==> config.mk <==
export PLATFORM = sky130hd
export DESIGN_NAME = result_writeback
export DESIGN_NICKNAME = d
export VERILOG_FILES = /design/src/verilog/core_params.svh /design/src/verilog/core_pkg.sv /design/src/verilog/result_writeback.sv
export SDC_FILE = /design/constraint.sdc
export NUM_CORES = 2
export LEC_CHECK = 0
export BUFFER_PORTS_ARGS = -buffer_cell sky130_fd_sc_hd__clkbuf_2
export CORE_MARGIN = 5
export CORE_UTILIZATION = 50
export CTS_CLUSTER_DIAMETER = 80
export CTS_CLUSTER_SIZE = 30
export DETAILED_ROUTE_END_ITERATION = 10
export PLACE_DENSITY = 0.68
export SLEW_MARGIN = 5
export SYNTH_ARGS = -nofsm -noshare
export SYNTH_HDL_FRONTEND = slang
export SYNTH_SLANG_ARGS = --single-unit
==> constraint.sdc <==
create_clock -name clk -period 4.95 [get_ports clk]
set_input_delay 0.7425 -clock clk [delete_from_list [all_inputs] [get_ports clk]]
set_output_delay 0.7425 -clock clk [all_outputs]
set_load 0.005 [all_outputs]
==> src/verilog/core_params.svh <==
`ifndef CORE_PARAMS_SVH
`define CORE_PARAMS_SVH

// --------------------
// data memory
// --------------------

// 32-bit words in the ramio data RAM
// word index wraps modulo the depth
`define RAM_DEPTH_WORDS 256

// --------------------
// mapped i/o
// --------------------

`define LED_ADDRESS 32'hFFFF_FFFC  // top word of the address space

`endif

==> src/verilog/core_pkg.sv <==
`default_nettype none

package core_pkg;

  // --------------------
  // encodings
  // --------------------

  typedef enum logic [6:0] {
    op_load   = 7'b0000011,
    op_op_imm = 7'b0010011,
    op_store  = 7'b0100011,
    op_op     = 7'b0110011,
    op_lui    = 7'b0110111
  } opcode_e;

  typedef enum logic [3:0] {
    alu_add,
    alu_sub,
    alu_sll,
    alu_slt,
    alu_sltu,
    alu_xor,
    alu_srl,
    alu_sra,
    alu_or,
    alu_and,
    alu_pass_b  // lui, operand b straight through
  } alu_op_e;

  typedef enum logic [2:0] {
    mem_none,
    mem_byte,
    mem_byte_u,
    mem_half,
    mem_half_u,
    mem_word
  } mem_type_e;

  // --------------------
  // stage records
  // --------------------

  typedef struct packed {
    logic [4:0]  rd;
    logic [4:0]  rs1;
    logic [4:0]  rs2;
    logic [31:0] rs1_value;
    logic [31:0] rs2_value;
    logic [31:0] imm;
    logic        use_imm;     // operand b from imm
    alu_op_e     alu_op;
    mem_type_e   mem_type;    // mem_none for alu ops
    logic        store;
    logic        illegal;
    logic        writes_reg;
  } decoded_t;

  typedef struct packed {
    logic [31:0] addr;   // byte address
    logic [31:0] wdata;  // unaligned, ramio places it
    mem_type_e   mem_type;
    logic        write;
  } mem_req_t;

  typedef struct packed {
    logic [4:0]  rd;
    logic [31:0] result;
    mem_type_e   mem_type;
    logic [1:0]  addr_low;  // byte lane of a load
    logic        load;
    logic        illegal;
    logic        writes_reg;
  } executed_t;

  typedef struct packed {
    logic [4:0]  rd;
    logic [31:0] value;
    logic        illegal;
  } retire_t;

endpackage

`default_nettype wire

==> src/verilog/result_writeback.sv <==
`timescale 1ns/100ps
`default_nettype none

module result_writeback (
  input  wire                    clk,
  input  wire                    reset,
  input  wire                    exe_valid,
  input  core_pkg::executed_t    executed,
  input  wire [31:0]             rdata,
  input  wire [4:0]              rs1_index,
  input  wire [4:0]              rs2_index,
  output logic [31:0]            rs1_value,
  output logic [31:0]            rs2_value,
  output logic                   wb_valid,
  output logic [4:0]             wb_rd,
  output logic [31:0]            wb_value,
  output logic                   retire_valid,
  output core_pkg::retire_t      retire
);

  import core_pkg::*;

  logic [31:0] regs [1:31];  // x0 not stored
  logic [31:0] lane;         // rdata moved down to the addressed byte
  logic [31:0] load_value;

  // --------------------
  // load merge
  // --------------------
  assign lane = rdata >> {executed.addr_low, 3'b000};

  always_comb begin
    case (executed.mem_type)
      mem_byte:   load_value = {{24{lane[7]}}, lane[7:0]};
      mem_byte_u: load_value = {24'b0, lane[7:0]};
      mem_half:   load_value = {{16{lane[15]}}, lane[15:0]};
      mem_half_u: load_value = {16'b0, lane[15:0]};
      default:    load_value = rdata;  // word
    endcase
  end

  // write bus, also seen by execute and decode
  assign wb_valid = exe_valid && executed.writes_reg && executed.rd != 5'd0;
  assign wb_rd    = executed.rd;
  assign wb_value = executed.load ? load_value : executed.result;

  // --------------------
  // register file
  // --------------------
  always_ff @(posedge clk) begin
    if (reset) begin
      for (int i = 1; i < 32; i++)
        regs[i] <= '0;
    end else if (wb_valid) begin
      regs[wb_rd] <= wb_value;
    end
  end

  // read with bypass of this cycle's write
  always_comb begin
    if (rs1_index == 5'd0)
      rs1_value = '0;
    else if (wb_valid && wb_rd == rs1_index)
      rs1_value = wb_value;
    else
      rs1_value = regs[rs1_index];
    if (rs2_index == 5'd0)
      rs2_value = '0;
    else if (wb_valid && wb_rd == rs2_index)
      rs2_value = wb_value;
    else
      rs2_value = regs[rs2_index];
  end

  // --------------------
  // retire
  // --------------------
  always_ff @(posedge clk) begin
    if (reset)
      retire_valid <= 1'b0;
    else
      retire_valid <= exe_valid;
  end

  always_ff @(posedge clk) begin
    retire.rd      <= executed.rd;
    retire.value   <= wb_valid ? wb_value : 32'd0;  // x0, stores, illegal give zero
    retire.illegal <= executed.illegal;
  end

endmodule

`default_nettype wire

### Yosys cells after proc, flatten, opt, wreduce, memory -nomap -nowiden

Memories as Yosys holds them, arrays and structs flattened.
Index checks and enable logic that the tools add are counted.

* divide/modulo/power cells: 0
* equality and inequality tests: 6
* multiply operators: 0
* bitwise operators: 0
* shift operators: 1
* reductions and logical operators: 8
* $add $sub $neg: 0
* muxes and demuxes: 14
* $lt $le $gt $ge: 0

Operators with widths (count)
* 32-bit two-way mux: 6
* 32-bit one-hot mux with 4 select lines: 1
* 32-bit OR reduction: 1
* 32-bit by 5-bit right shift with 16-bit output: 1
* 5-bit == test: 2
* 5-bit zero test: 2
* 3-bit by 2-bit == test with 1-bit output (second input constant): 2
* 1-bit two-way mux: 6
* 5-bit two-way mux: 1
* 5-bit nonzero test: 1
* 1-bit logical AND: 4
* 3-bit by 1-bit == test with 1-bit output (second input constant): 1
* 3-bit == test (second input constant): 1

* register bits after elaboration: 39
* bits of input ports: 90
* output and inout bits: 141
* memories kept: 1
* logic and storage cells: 34
* memory bits (read-only): 0
* bits in latches: 0
* bits in writable memories: 992

Memory list
* regs: words 31, width 32, read ports 2, clocked after memory_dff 0, write ports 31, line result_writeback.sv:23 `logic [31:0] regs [1:31];`

### Logic depth before layout (Yosys ltp)

* depth after elaboration: 7
* mapped depth: 11
* gate-level depth less buffers: 6

### Worst setup path after synthesis

Ideal clock, no wire load.

* kind: input to output
* start point: input rs1_index[0]
* end point: output rs1_value[11]
* path buffers: 3
* data required time: 4.208 ns
* cell stages on the path: 8
* setup slack: 1.609 ns
* arrival time: 2.598 ns
* path through: buf_2 > buf_6 > buf_2 > mux4_2 > mux4_2 > a22o_1 > nand2_1 > o21ai_1

* cells in the longest elaborated chain, start to end: 4
* elaborated cells between the ends (all ways): 6
* those cells by class: 1 x eq/ne; 2 x mux; 2 x reduce/logical; 1 x memory

RTL lines
* start: declaration: line result_writeback.sv:10 `input wire [4:0] rs1_index,`
* branches (longest 3 deep; another with memory read 31 x 32 bit)
* 32-bit two-way mux *: line result_writeback.sv:61 `if (rs1_index == 5'd0)`
* end: declaration: line result_writeback.sv:12 `output logic [31:0] rs1_value,`

Mark *: on every way between the ends.

### Worst setup path after layout

* start point: input executed[3] (netlist bit)
* end point: output rs1_value[27]

* cells in the longest elaborated chain, start to end: 5

RTL lines
* start: declaration: line result_writeback.sv:8 `input core_pkg::executed_t executed,`
* 32-bit by 5-bit right shift with 16-bit output: line result_writeback.sv:30 `assign lane = rdata >> {executed.addr_low, 3'b000};`
* 32-bit one-hot mux with 4 select lines: line result_writeback.sv:33 `case (executed.mem_type)`
* 32-bit two-way mux: line result_writeback.sv:45 `assign wb_value = executed.load ? load_value : executed.result;`
* 32-bit two-way mux: line result_writeback.sv:63 `else if (wb_valid && wb_rd == rs1_index)`
* 32-bit two-way mux: line result_writeback.sv:61

No other way between the ends.

==> impl_metrics.ini <==
[outcome]
outcome = completed

[yosys]
synth_ff_type = edfxtp_1
avgSynthCellArea_um2 = 13.3
synth.distinct_cells = 52
synth_edf_count = 1024
synthCells = 4160
netlist_area_um2 = 55500
ys_ff_latch = 1063
yosysWarnings = 0
async_flop_share_pct = 0
synth-seq-area-share_pct = 56.8

[timing]
fin_tns_setup_ns = 0
finalHoldViolations = 0
finalCriticalPeriod_ns = 4.34
slew_headroom_pct = 33.5
fmax_mhz = 231
whs_ns = 0.167
finalSetupViolCount = 0
rsz0062_at_grt = no
final_max_slew_viol_count = 0
finalCritPeriodShare_pct = 87.6
worstMarginPinSlew_ns = 0.997

[finish]
most-common-layout-cells = nor2_1 (1118), edfxtp_1 (1024), mux4_2 (430)
num-fill-cells = 8948
design_area_um2 = 61100
area_delta_synth_final_pct = 10.1
drive_above_1_share_pct = 24.9
final_common_cell = nor2_1
final_nets = 4344

[grt]
gr-usage-all-layers_pct = 32.3
grt_max_degree = 63
antenna_found_initial = 7
grt-ovfl-total = 0
grt_pass1_wl_um = 274000
grt_pass1_vias = 38800

[clock_network]
postCtsHoldBufs = 0
cts.reportedPaths.clkPinSlew_ns = 0.07
cts.repair.resized = 0
post_cts_buffers = 0
cts_tree = built
ctsRootBufferMaster = clkbuf_16
clockBufferDepth = 3
cts_max_level = 2
clock-sinks = 1063
cts_buffers = 51

[power]
powerDensity_nw_per_um2 = 318
leakage_nw = 21.9
ir_worst_vdd_mv = 0.257
total_power_mw = 19.4

[placed_design]
post-dp-hpwl_um = 122000
gp_congestion = 0.932
port_buffers = 230
place_area_um2 = 59300

[floorplan]
start_util_pct = 50.2
die_area_um2 = 118000
core_area_um2 = 111000
die_h_um = 343
ios = 231
fp-row-count = 122
die_w_um = 343

[drt]
via_per_inst = 6.87
final_antenna_net_count = 0
drt_first_pass_iters = 8
route.detailed.drc = 0
routed_wl_um = 194000
first_iter_violations = 6221
vias = 39700
wire_per_inst_um = 33.6

[setup_path]
cp_common_cell = clkbuf_2
worstPathRequired_ns = 4.21
cpLargestDelayFamily = compound AO/OA/AOI/OAI gates
crit_path_end_kind = output port
worstPathCellList = clkbuf_2, nor2b_1, o2bb2ai_1, o221ai_2, buf_4, nor2_1, a21oi_4, o21ai_1, clkbuf_2
arrival_ns = 3.59
worstSetupStartpointType = input port
crit_type = in -> out
path_max_fanout = 18
critPathSlowestCell = o21ai_1
critPathBufInv = 3
cpPeakStageDelay_ns = 0.73

[run]
cap_violations = 0

[worst_hold_path]
min_path_type = in -> reg
[metrics by stage]
step / worst slack (ns) / std cells / util (%)
after detailed placement: 0.721 / 5689 / 53.7
after CTS: 0.711 / 5778 / 55.3
after global routing: 0.451 / 5778 / 55.3
final: 0.614 / 5782 / 55.3
after global placement: 0.734 / 5689 / 53.7
after floorplan: 1.61 / 4191 / -
[worst paths after layout]
path / startpoint / end / slack, ns / cells after the start
worst max-delay path: executed[3] / rs1_value[27] / 0.61 / 9
worst min-delay path: executed[1] / retire[0] / 0.17 / 1
[sequential cells by signal, indices dropped and copies added (netlist names)]
| signal | cells |
|---|---|
| retire | 38 |
| retire_valid | 1 |
| regs | 1024 |
[Yosys cell counts (all sizes together), types with 4 or more instances]
cell     instances  area share [%]
nor2          1120             7.6
edfxtp        1024              55
mux4           430              17
mux2i          304             5.5
buf            224             2.2
clkbuf         216             1.5
a22oi          129             1.7
nand2          109            0.74
a21oi          101             1.0
nand3           65            0.59
o21ai           65            0.59
inv             46            0.31
nor2b           40            0.45
o22ai           40            0.45
dfxtp           39             1.4
o211ai          39            0.53
nand2b          34            0.38
a221o           31            0.56
a22o            23            0.36
a221oi          10            0.16
a31oi            8           0.090
o2bb2ai          8            0.13
a21boi           7            0.14
a2bb2oi          7            0.11
xor2             7            0.11
and2             5           0.056
xnor2            4           0.063
[kinds of logic after synthesis]
| logic type | count (synthesis) | synth area share (%) |
|---|---|---|
| mux | 736 | 23.0 |
| simple gates | 1386 | 9.94 |
| xor+xnor | 11 | 0.174 |
| flops | 1063 | 56.8 |
| buf+inv | 486 | 3.96 |
| other cells | 1 | 0.00676 |
| compound gates | 477 | 6.07 |
[final cells by class]
type                            count  area, um^2  share of cell area [%]
Sequential cell                  1063       31500                    51.6
Multi-Input combinational cell   2642       22300                    36.5
Timing Repair Buffer              450        3440                    5.64
Tap cell                         1488        1860                    3.05
Clock buffer                       54        1330                    2.18
Clock inverter                     35         460                   0.754
Inverter                           46         175                   0.287
Antenna cell                        4        10.0                  0.0164
[layer usage]
layer  global-route usage [%]  vias to the layer above  routed length (um)
met1                     41.7                    20000               65500
li1                         -                    15800                   -
met4                     14.6                        4               10800
met3                     10.2                      625               29000
met5                        0                        -                  28
met2                     50.6                     3322               89000
[power by group]
group          internal [mW]  switching, mW
Sequential              10.3          0.259
Combinational           1.28           2.06
Clock                   2.26           3.22
Note: power is estimated with default switching activity, not from simulation.
