--- src/verilog/core_params.svh ---
`ifndef CORE_PARAMS_SVH
`define CORE_PARAMS_SVH

// --------------------
// data memory
// --------------------

// 32-bit words in the ramio data RAM
// word index wraps modulo the depth
`define RAM_DEPTH_WORDS 256

// --------------------
// mapped i/o
// --------------------

`define LED_ADDRESS 32'hFFFF_FFFC  // top word of the address space

`endif

--- src/verilog/core_pkg.sv ---
`default_nettype none

package core_pkg;

  // --------------------
  // encodings
  // --------------------

  typedef enum logic [6:0] {
    op_load   = 7'b0000011,
    op_op_imm = 7'b0010011,
    op_store  = 7'b0100011,
    op_op     = 7'b0110011,
    op_lui    = 7'b0110111
  } opcode_e;

  typedef enum logic [3:0] {
    alu_add,
    alu_sub,
    alu_sll,
    alu_slt,
    alu_sltu,
    alu_xor,
    alu_srl,
    alu_sra,
    alu_or,
    alu_and,
    alu_pass_b  // lui, operand b straight through
  } alu_op_e;

  typedef enum logic [2:0] {
    mem_none,
    mem_byte,
    mem_byte_u,
    mem_half,
    mem_half_u,
    mem_word
  } mem_type_e;

  // --------------------
  // stage records
  // --------------------

  typedef struct packed {
    logic [4:0]  rd;
    logic [4:0]  rs1;
    logic [4:0]  rs2;
    logic [31:0] rs1_value;
    logic [31:0] rs2_value;
    logic [31:0] imm;
    logic        use_imm;     // operand b from imm
    alu_op_e     alu_op;
    mem_type_e   mem_type;    // mem_none for alu ops
    logic        store;
    logic        illegal;
    logic        writes_reg;
  } decoded_t;

  typedef struct packed {
    logic [31:0] addr;   // byte address
    logic [31:0] wdata;  // unaligned, ramio places it
    mem_type_e   mem_type;
    logic        write;
  } mem_req_t;

  typedef struct packed {
    logic [4:0]  rd;
    logic [31:0] result;
    mem_type_e   mem_type;
    logic [1:0]  addr_low;  // byte lane of a load
    logic        load;
    logic        illegal;
    logic        writes_reg;
  } executed_t;

  typedef struct packed {
    logic [4:0]  rd;
    logic [31:0] value;
    logic        illegal;
  } retire_t;

endpackage

`default_nettype wire

--- src/verilog/instr_decode.sv ---
`timescale 1ns/100ps
`default_nettype none

module instr_decode (
  input  wire                    clk,
  input  wire                    reset,
  input  wire [31:0]             instr,
  input  wire                    instr_valid,
  output logic [4:0]             rs1_index,
  output logic [4:0]             rs2_index,
  input  wire [31:0]             rs1_value,
  input  wire [31:0]             rs2_value,
  output logic                   dec_valid,
  output core_pkg::decoded_t     decoded
);

  import core_pkg::*;

  opcode_e     opcode;
  logic [2:0]  funct3;
  logic [6:0]  funct7;
  logic [31:0] imm_i;
  logic [31:0] imm_s;
  logic [31:0] imm_u;
  decoded_t    next;

  // funct3 to alu function, alt is funct7 bit 5
  function automatic alu_op_e alu_select(input logic [2:0] f3, input logic alt);
    case (f3)
      3'b000:  return alt ? alu_sub : alu_add;
      3'b001:  return alu_sll;
      3'b010:  return alu_slt;
      3'b011:  return alu_sltu;
      3'b100:  return alu_xor;
      3'b101:  return alt ? alu_sra : alu_srl;
      3'b110:  return alu_or;
      default: return alu_and;
    endcase
  endfunction

  // --------------------
  // field split
  // --------------------
  assign opcode = opcode_e'(instr[6:0]);
  assign funct3 = instr[14:12];
  assign funct7 = instr[31:25];
  assign imm_i  = {{20{instr[31]}}, instr[31:20]};
  assign imm_s  = {{20{instr[31]}}, instr[31:25], instr[11:7]};
  assign imm_u  = {instr[31:12], 12'b0};

  always_comb begin
    next          = '0;
    next.rd       = instr[11:7];
    next.alu_op   = alu_add;  // address calc default
    next.mem_type = mem_none;
    case (opcode)
      op_op: begin
        next.rs1        = instr[19:15];
        next.rs2        = instr[24:20];
        next.alu_op     = alu_select(funct3, funct7[5]);
        next.writes_reg = 1'b1;
        // only add/sub and srl/sra have an alternate form
        if (funct7 != 7'b0 && !(funct7 == 7'b0100000 && (funct3 == 3'b000 || funct3 == 3'b101)))
          next.illegal = 1'b1;
      end
      op_op_imm: begin
        next.rs1        = instr[19:15];
        next.imm        = imm_i;
        next.use_imm    = 1'b1;
        next.alu_op     = alu_select(funct3, funct3 == 3'b101 && funct7[5]);  // no subi
        next.writes_reg = 1'b1;
        if (funct3 == 3'b001 && funct7 != 7'b0)
          next.illegal = 1'b1;  // bad slli
        if (funct3 == 3'b101 && funct7 != 7'b0 && funct7 != 7'b0100000)
          next.illegal = 1'b1;  // bad srli / srai
      end
      op_lui: begin
        next.imm        = imm_u;
        next.use_imm    = 1'b1;
        next.alu_op     = alu_pass_b;
        next.writes_reg = 1'b1;
      end
      op_load: begin
        next.rs1        = instr[19:15];
        next.imm        = imm_i;
        next.use_imm    = 1'b1;
        next.writes_reg = 1'b1;
        case (funct3)
          3'b000:  next.mem_type = mem_byte;
          3'b001:  next.mem_type = mem_half;
          3'b010:  next.mem_type = mem_word;
          3'b100:  next.mem_type = mem_byte_u;
          3'b101:  next.mem_type = mem_half_u;
          default: next.illegal  = 1'b1;
        endcase
      end
      op_store: begin
        next.rs1     = instr[19:15];
        next.rs2     = instr[24:20];  // store data
        next.imm     = imm_s;
        next.use_imm = 1'b1;
        next.store   = 1'b1;
        case (funct3)
          3'b000:  next.mem_type = mem_byte;
          3'b001:  next.mem_type = mem_half;
          3'b010:  next.mem_type = mem_word;
          default: next.illegal  = 1'b1;
        endcase
      end
      default: next.illegal = 1'b1;
    endcase
    if (next.illegal) begin  // no side effects at all
      next.writes_reg = 1'b0;
      next.store      = 1'b0;
      next.mem_type   = mem_none;
    end
    next.rs1_value = rs1_value;  // read back from register file
    next.rs2_value = rs2_value;
  end

  assign rs1_index = next.rs1;
  assign rs2_index = next.rs2;

  // --------------------
  // stage register
  // --------------------
  always_ff @(posedge clk) begin
    if (reset)
      dec_valid <= 1'b0;
    else
      dec_valid <= instr_valid;
  end

  always_ff @(posedge clk) begin
    decoded <= next;  // payload, qualified by dec_valid
  end

endmodule

`default_nettype wire

--- config.mk ---
export PLATFORM = sky130hd
export DESIGN_NAME = instr_decode
export DESIGN_NICKNAME = d
export VERILOG_FILES = /design/src/verilog/core_params.svh /design/src/verilog/core_pkg.sv /design/src/verilog/instr_decode.sv
export SDC_FILE = /design/constraint.sdc
export NUM_CORES = 1
export LEC_CHECK = 0
export BUFFER_PORTS_ARGS = -buffer_cell sky130_fd_sc_hd__buf_4
export CAP_MARGIN = 30
export CORE_MARGIN = 10
export CORE_UTILIZATION = 35
export CTS_CLUSTER_SIZE = 28
export DETAILED_ROUTE_END_ITERATION = 12
export PLACE_DENSITY = 0.76
export SETUP_SLACK_MARGIN = 0.15
export SYNTH_ARGS = -nofsm -noshare
export SYNTH_HDL_FRONTEND = slang
export SYNTH_SLANG_ARGS = --single-unit
--- constraint.sdc ---
create_clock -name clk -period 1.32 [get_ports clk]
set_input_delay 0.198 -clock clk [delete_from_list [all_inputs] [get_ports clk]]
set_output_delay 0.198 -clock clk [all_outputs]
set_load 0.05 [all_outputs]
# After elaboration in Yosys (flattened, before gate mapping)
# Index checks and enable logic that the tools add are counted.
# W data, S select, Z words.
dict set report word_totals {
  ramBits 0
  in_bits 99
  mem_count 0
  word_cells 63
  out_inout_bits 133
  mem_bits_ro 0
  regBits 123
  latchBits 0
}
dict set report op_classes {
  shift 0
  mux 21
  order_cmp 0
  eq_ne 13
  n_mul 0
  n_addsub 0
  div 0
  n_reduce_logical 16
  bitwise 0
}
# operator n
set ops {}
lappend ops {{$pmux W33 S3} 1}
lappend ops {{$pmux W4 S7} 2}
lappend ops {{$eq A7 B6 Y1 const B} 4}
lappend ops {{$pmux W3 S5} 1}
lappend ops {{$pmux W4 S3} 1}
lappend ops {{$mux W1} 11}
lappend ops {{$mux W5} 2}
lappend ops {{$eq A3 B3 Y1 const B} 3}
lappend ops {{$pmux W3 S3} 1}
lappend ops {{$reduce_or A4 Y1} 2}
lappend ops {{$eq A7 B2 Y1 const B} 1}
lappend ops {{$eq A7 B5 Y1 const B} 1}
lappend ops {{$ne A7 B6 Y1 const B} 1}
lappend ops {{$reduce_bool A7 Y1} 1}
lappend ops {{$eq A3 B2 Y1 const B} 2}
lappend ops {{$logic_and A1 B1 Y1} 6}
lappend ops {{$pmux W3 S2} 1}
lappend ops {{$pmux W1 S5} 1}
lappend ops {{$reduce_or A5 Y1} 1}
lappend ops {{$reduce_or A2 Y1} 2}
lappend ops {{$eq A3 B1 Y1 const B} 1}
lappend ops {{$logic_not A3 Y1} 1}
lappend ops {{$reduce_or A3 Y1} 1}
lappend ops {{$logic_not A1 Y1} 1}
lappend ops {{$logic_or A1 B1 Y1} 1}

# Longest topological paths before layout
dict set report depth {
  depth_word 7
  mapped_depth 6
  depth_no_buf 4
}

# Worst setup path before layout
# OpenSTA, ideal clock, no wires.
dict set report synth_timing {
  path_type {input to output}
  start {input port instr[3]}
  end {output port rs2_index[0]}
  required_time_ns 1.122
  cell_stages 6
  setup_slack_ns -0.075
  arrival_ns 1.197
  path_buffers 3
  path_cell_list {and4bb_1 and2_1 buf_6 buf_4 and3_1 buf_4}
}
# item line_no
set synth_rtl {}
lappend synth_rtl {{from (decl)} instr_decode.sv:7} ;# input wire [31:0] instr,
lappend synth_rtl {{to (decl)} instr_decode.sv:10} ;# output logic [4:0] rs2_index,

# Worst setup path after layout
dict set report layout_timing {
  start {input port instr[3]}
  end {output port rs2_index[2]}
}
dict set report layout_between {
  elab_chain_cells 3
  elab_cells_between_ends 4
  cone_classes {2 x eq/ne; 1 x mux; 1 x reduce/logical}
}
# item line_no
set layout_lines {}
lappend layout_lines {{$eq A7 B6 Y1} instr_decode.sv:56} ;# case (opcode)
lappend layout_lines {{$reduce_or A2 Y1 (no source line) (*)} -}
lappend layout_lines {{$mux W5 (*)} instr_decode.sv:56}
# Mark *: on every way between the ends. The rest lies on a longest branch, timed or not.

==> flow_metrics.py <==
metrics = {
    "pwr": {
        "p_leak_nw": 3.749,
        "total_power_mw": 10.11,
        "ir_drop_mv": 1.281,
        "power_density_mw_per_mm2": 1268,
    },
    "die": {
        "fp.coreArea_mm2": 0.009240,
        "die_h_um": 117.3,
        "die_x_um": 117.3,
        "num_rows": 35,
        "initial_utilization_pct": 35.88,
        "io_pins": 232,
        "dieArea_mm2": 0.01377,
    },
    "synthesis": {
        "synth-seq-cells": 123,
        "synth-seq-area-share_pct": 74.26,
        "synth_mux_area_share_pct": 0.3019,
        "netlist_instances": 251,
        "synth_top_area_cell": "dfxtp_1",
        "synth_top_family_by_area": "simple AND/OR/NAND/NOR gates",
        "synth_edf_count": 0,
        "ys.flop_type": "dfxtp_1",
        "synth.net_count": 350,
        "synth_xor_area_share_pct": 0.2642,
        "synth.avg_cell_area_um2": 13.21,
        "synthSimpleGateAreaFrac_pct": 10.75,
        "ys_async_sr_fraction_pct": 0,
        "netlist_area_mm2": 0.003316,
        "yosys.cell_types.count": 34,
        "synth_compound_area_share_pct": 8.000,
        "synth_common_cells": "dfxtp_1 (123), a21o_1 (19), nand2_1 (12)",
        "synth_area_leaders": "dfxtp_1 (74%), a21o_1 (4.3%), buf_4 (2.5%)",
        "ys.warnings.count": 0,
        "yosys.cell_count.top_type": "dfxtp_1",
        "yosys.area_share.adder_pct": 0,
        "synth_top_area_share_pct": 74.26,
    },
    "finish": {
        "fin_cells": 737,
        "drive_gt1_share_pct": 69.57,
        "num_antenna_cells": 0,
        "design_area_mm2": 0.007971,
        "nNetsFinal": 694,
        "areaGrowthSynthToFinish_pct": 140.4,
    },
    "global_routing": {
        "grtUsageMet2_pct": 45.56,
        "grt_use_met1_pct": 24.83,
        "use_met3_pct": 8.106,
        "first_global_vias": 3836,
        "grt_usage_pct": 24.20,
        "top_usage_layer": "met2",
        "grt_max_degree": 21,
        "overflow": 0,
        "antenna_found_initial": 0,
        "grt_pass1_wl_um": 25710,
    },
    "status": {
        "violations": "negative setup slack",
        "status": "finished with violations",
    },
    "clocking": {
        "clockBufferDepth": 2,
        "clkTransAtPathRegs_ns": 0.06,
        "numCtsBuffers": 17,
        "cts-root-buf": "clkbuf_8",
        "cts_tree": "built",
        "htree_levels": 4,
        "cts.sinks": 123,
    },
    "critical_path": {
        "worstSetupEndpointType": "output pin",
        "crit_type": "primary input to output pin",
        "critPathLaunchType": "primary input",
        "arrival_ns": 1.18,
        "worstPathMaxFanout": 7,
        "crit_required_ns": 1.12,
    },
    "timing": {
        "setup_viol": 10,
        "fmax_mhz": 725.2,
        "timing_hold_violations_final": 0,
        "fin_crit_sh_pct": 104.5,
        "rsz0062_at_grt": "true",
        "maxSlewHeadroom_pct": 61.04,
        "timing.hold.ws_ns": 0.04994,
        "period_minus_slack_ns": 1.379,
        "drv_slew": 0,
        "worst_pin_slew_ns": 0.5832,
        "worst_slack_ns": -0.05893,
    },
    "route": {
        "via_per_inst": 4.494,
        "drtIter0Drc": 145,
        "ant_nets": 0,
        "wire_per_inst_um": 23.56,
        "vias": 3312,
        "route.detailed.drc": 0,
        "drtPass1Iterations": 6,
        "totalWireLength_um": 17370,
    },
    "place": {
        "hpwl_um": 9286,
        "place.gp.congestion": 0.7619,
        "post-place-cells": 601,
        "port_buffers": 231,
        "placed_area_mm2": 0.005144,
    },
    "job": {
        "max_cap_violations": 0,
    },
    "worst_hold_path": {
        "hold_path_class": "primary input to flop",
    },
}
## placed cells by master (no fill, tap or decap), drive strengths merged
cell / netlist / final
buf: 21 / 251
dfxtp: 123 / 123
dlygate4sd3: 0 / 96
a21o: 19 / 19
clkbuf: 3 / 18
and3: 17 / 18
nand2: 12 / 12
nor2: 10 / 10
nor2b: 8 / 8
inv: 2 / 8
a21oi: 6 / 6
o21ai: 6 / 6
nor3: 4 / 4
clkinv: 0 / 4
nand4: 3 / 3
nor4: 2 / 2
a22oi: 2 / 2
clkinvlp: 0 / 2
bufinv: 0 / 2
and4: 2 / 2
and4bb: 1 / 1
and2: 1 / 1
mux2i: 1 / 1
a211oi: 1 / 1
a21boi: 1 / 1
or3b: 1 / 1
xor2: 1 / 1
o21a: 1 / 1
o311ai: 1 / 1
nor3b: 1 / 1
o2111ai: 1 / 1
dlymetal6s4s: 0 / 1
## power by group
group	total [mW]	internal [mW]	switching (mW)
clock	4.58	2.73	1.85
combinational	1.56	0.776	0.783
sequential	3.97	3.87	0.101
## layout make-up
class                   instances  area (µm²)
repair buffers                348        3884
flip-flops and latches        123        2616
fillers                       376        1269
multi-input cells             103       725.7
clock buffers                  18       417.9
well taps                     129       161.4
clock inverters                14       158.9
inverters                       2       7.507
## sequential cells by signal, indices dropped and copies added (netlist names)
| name | flops |
|---|---|
| dec_valid | 1 |
| decoded | 122 |
## per-layer routing
layer | vias up | routed length [µm]
met2 | 155 | 9462
li1 | 1526 | -
met5 | - | 0
met3 | 18 | 1073
met1 | 1613 | 6561
met4 | 0 | 271
## worst max-delay path, stage by stage
cell and delay (ns):
buf_6 0.09, and4bb_1 0.28, and2_4 0.16, buf_12 0.11
and3_4 0.20, buf_8 0.15
## worst paths after layout
| check | from | end | slack [ns] | cells after the start |
|---|---|---|---|---|
| setup / recovery | instr[3] | rs2_index[2] | -0.06 | 6 |
| hold / removal | instr[23] | decoded[110] | 0.05 | 2 |
## per-stage QoR
step	TNS (ns)	utilization (%)	setup WS (ns)
global route	-0.5702	86.27	-0.08378
finish	-0.3228	86.27	-0.05893
CTS	-0.2564	85.40	-0.05614
detailed placement	-2.898	55.67	-0.1526
global placement	-2.365	55.67	-0.1447
floorplan	-0.1184	-	-0.02961
## logic make-up after synthesis
| family | after synthesis |
|---|---|
| buffers and inverters | 26 |
| xor gates and xnor gates | 1 |
| AOI/OAI and AO/OA | 38 |
| muxes | 1 |
| DFF | 123 |
| and+or+nand+nor | 62 |
## repair_timing
item	4_1_cts	5_1_grt
pin swaps	4	9
endpoints found under the hold margin	108	0
hold buffers	98	0
gates cloned	0	1
endpoints found under the setup margin	133	138
gates resized for setup	393	14
buffers inserted	3	3
Power figures use the tool's default switching activity.
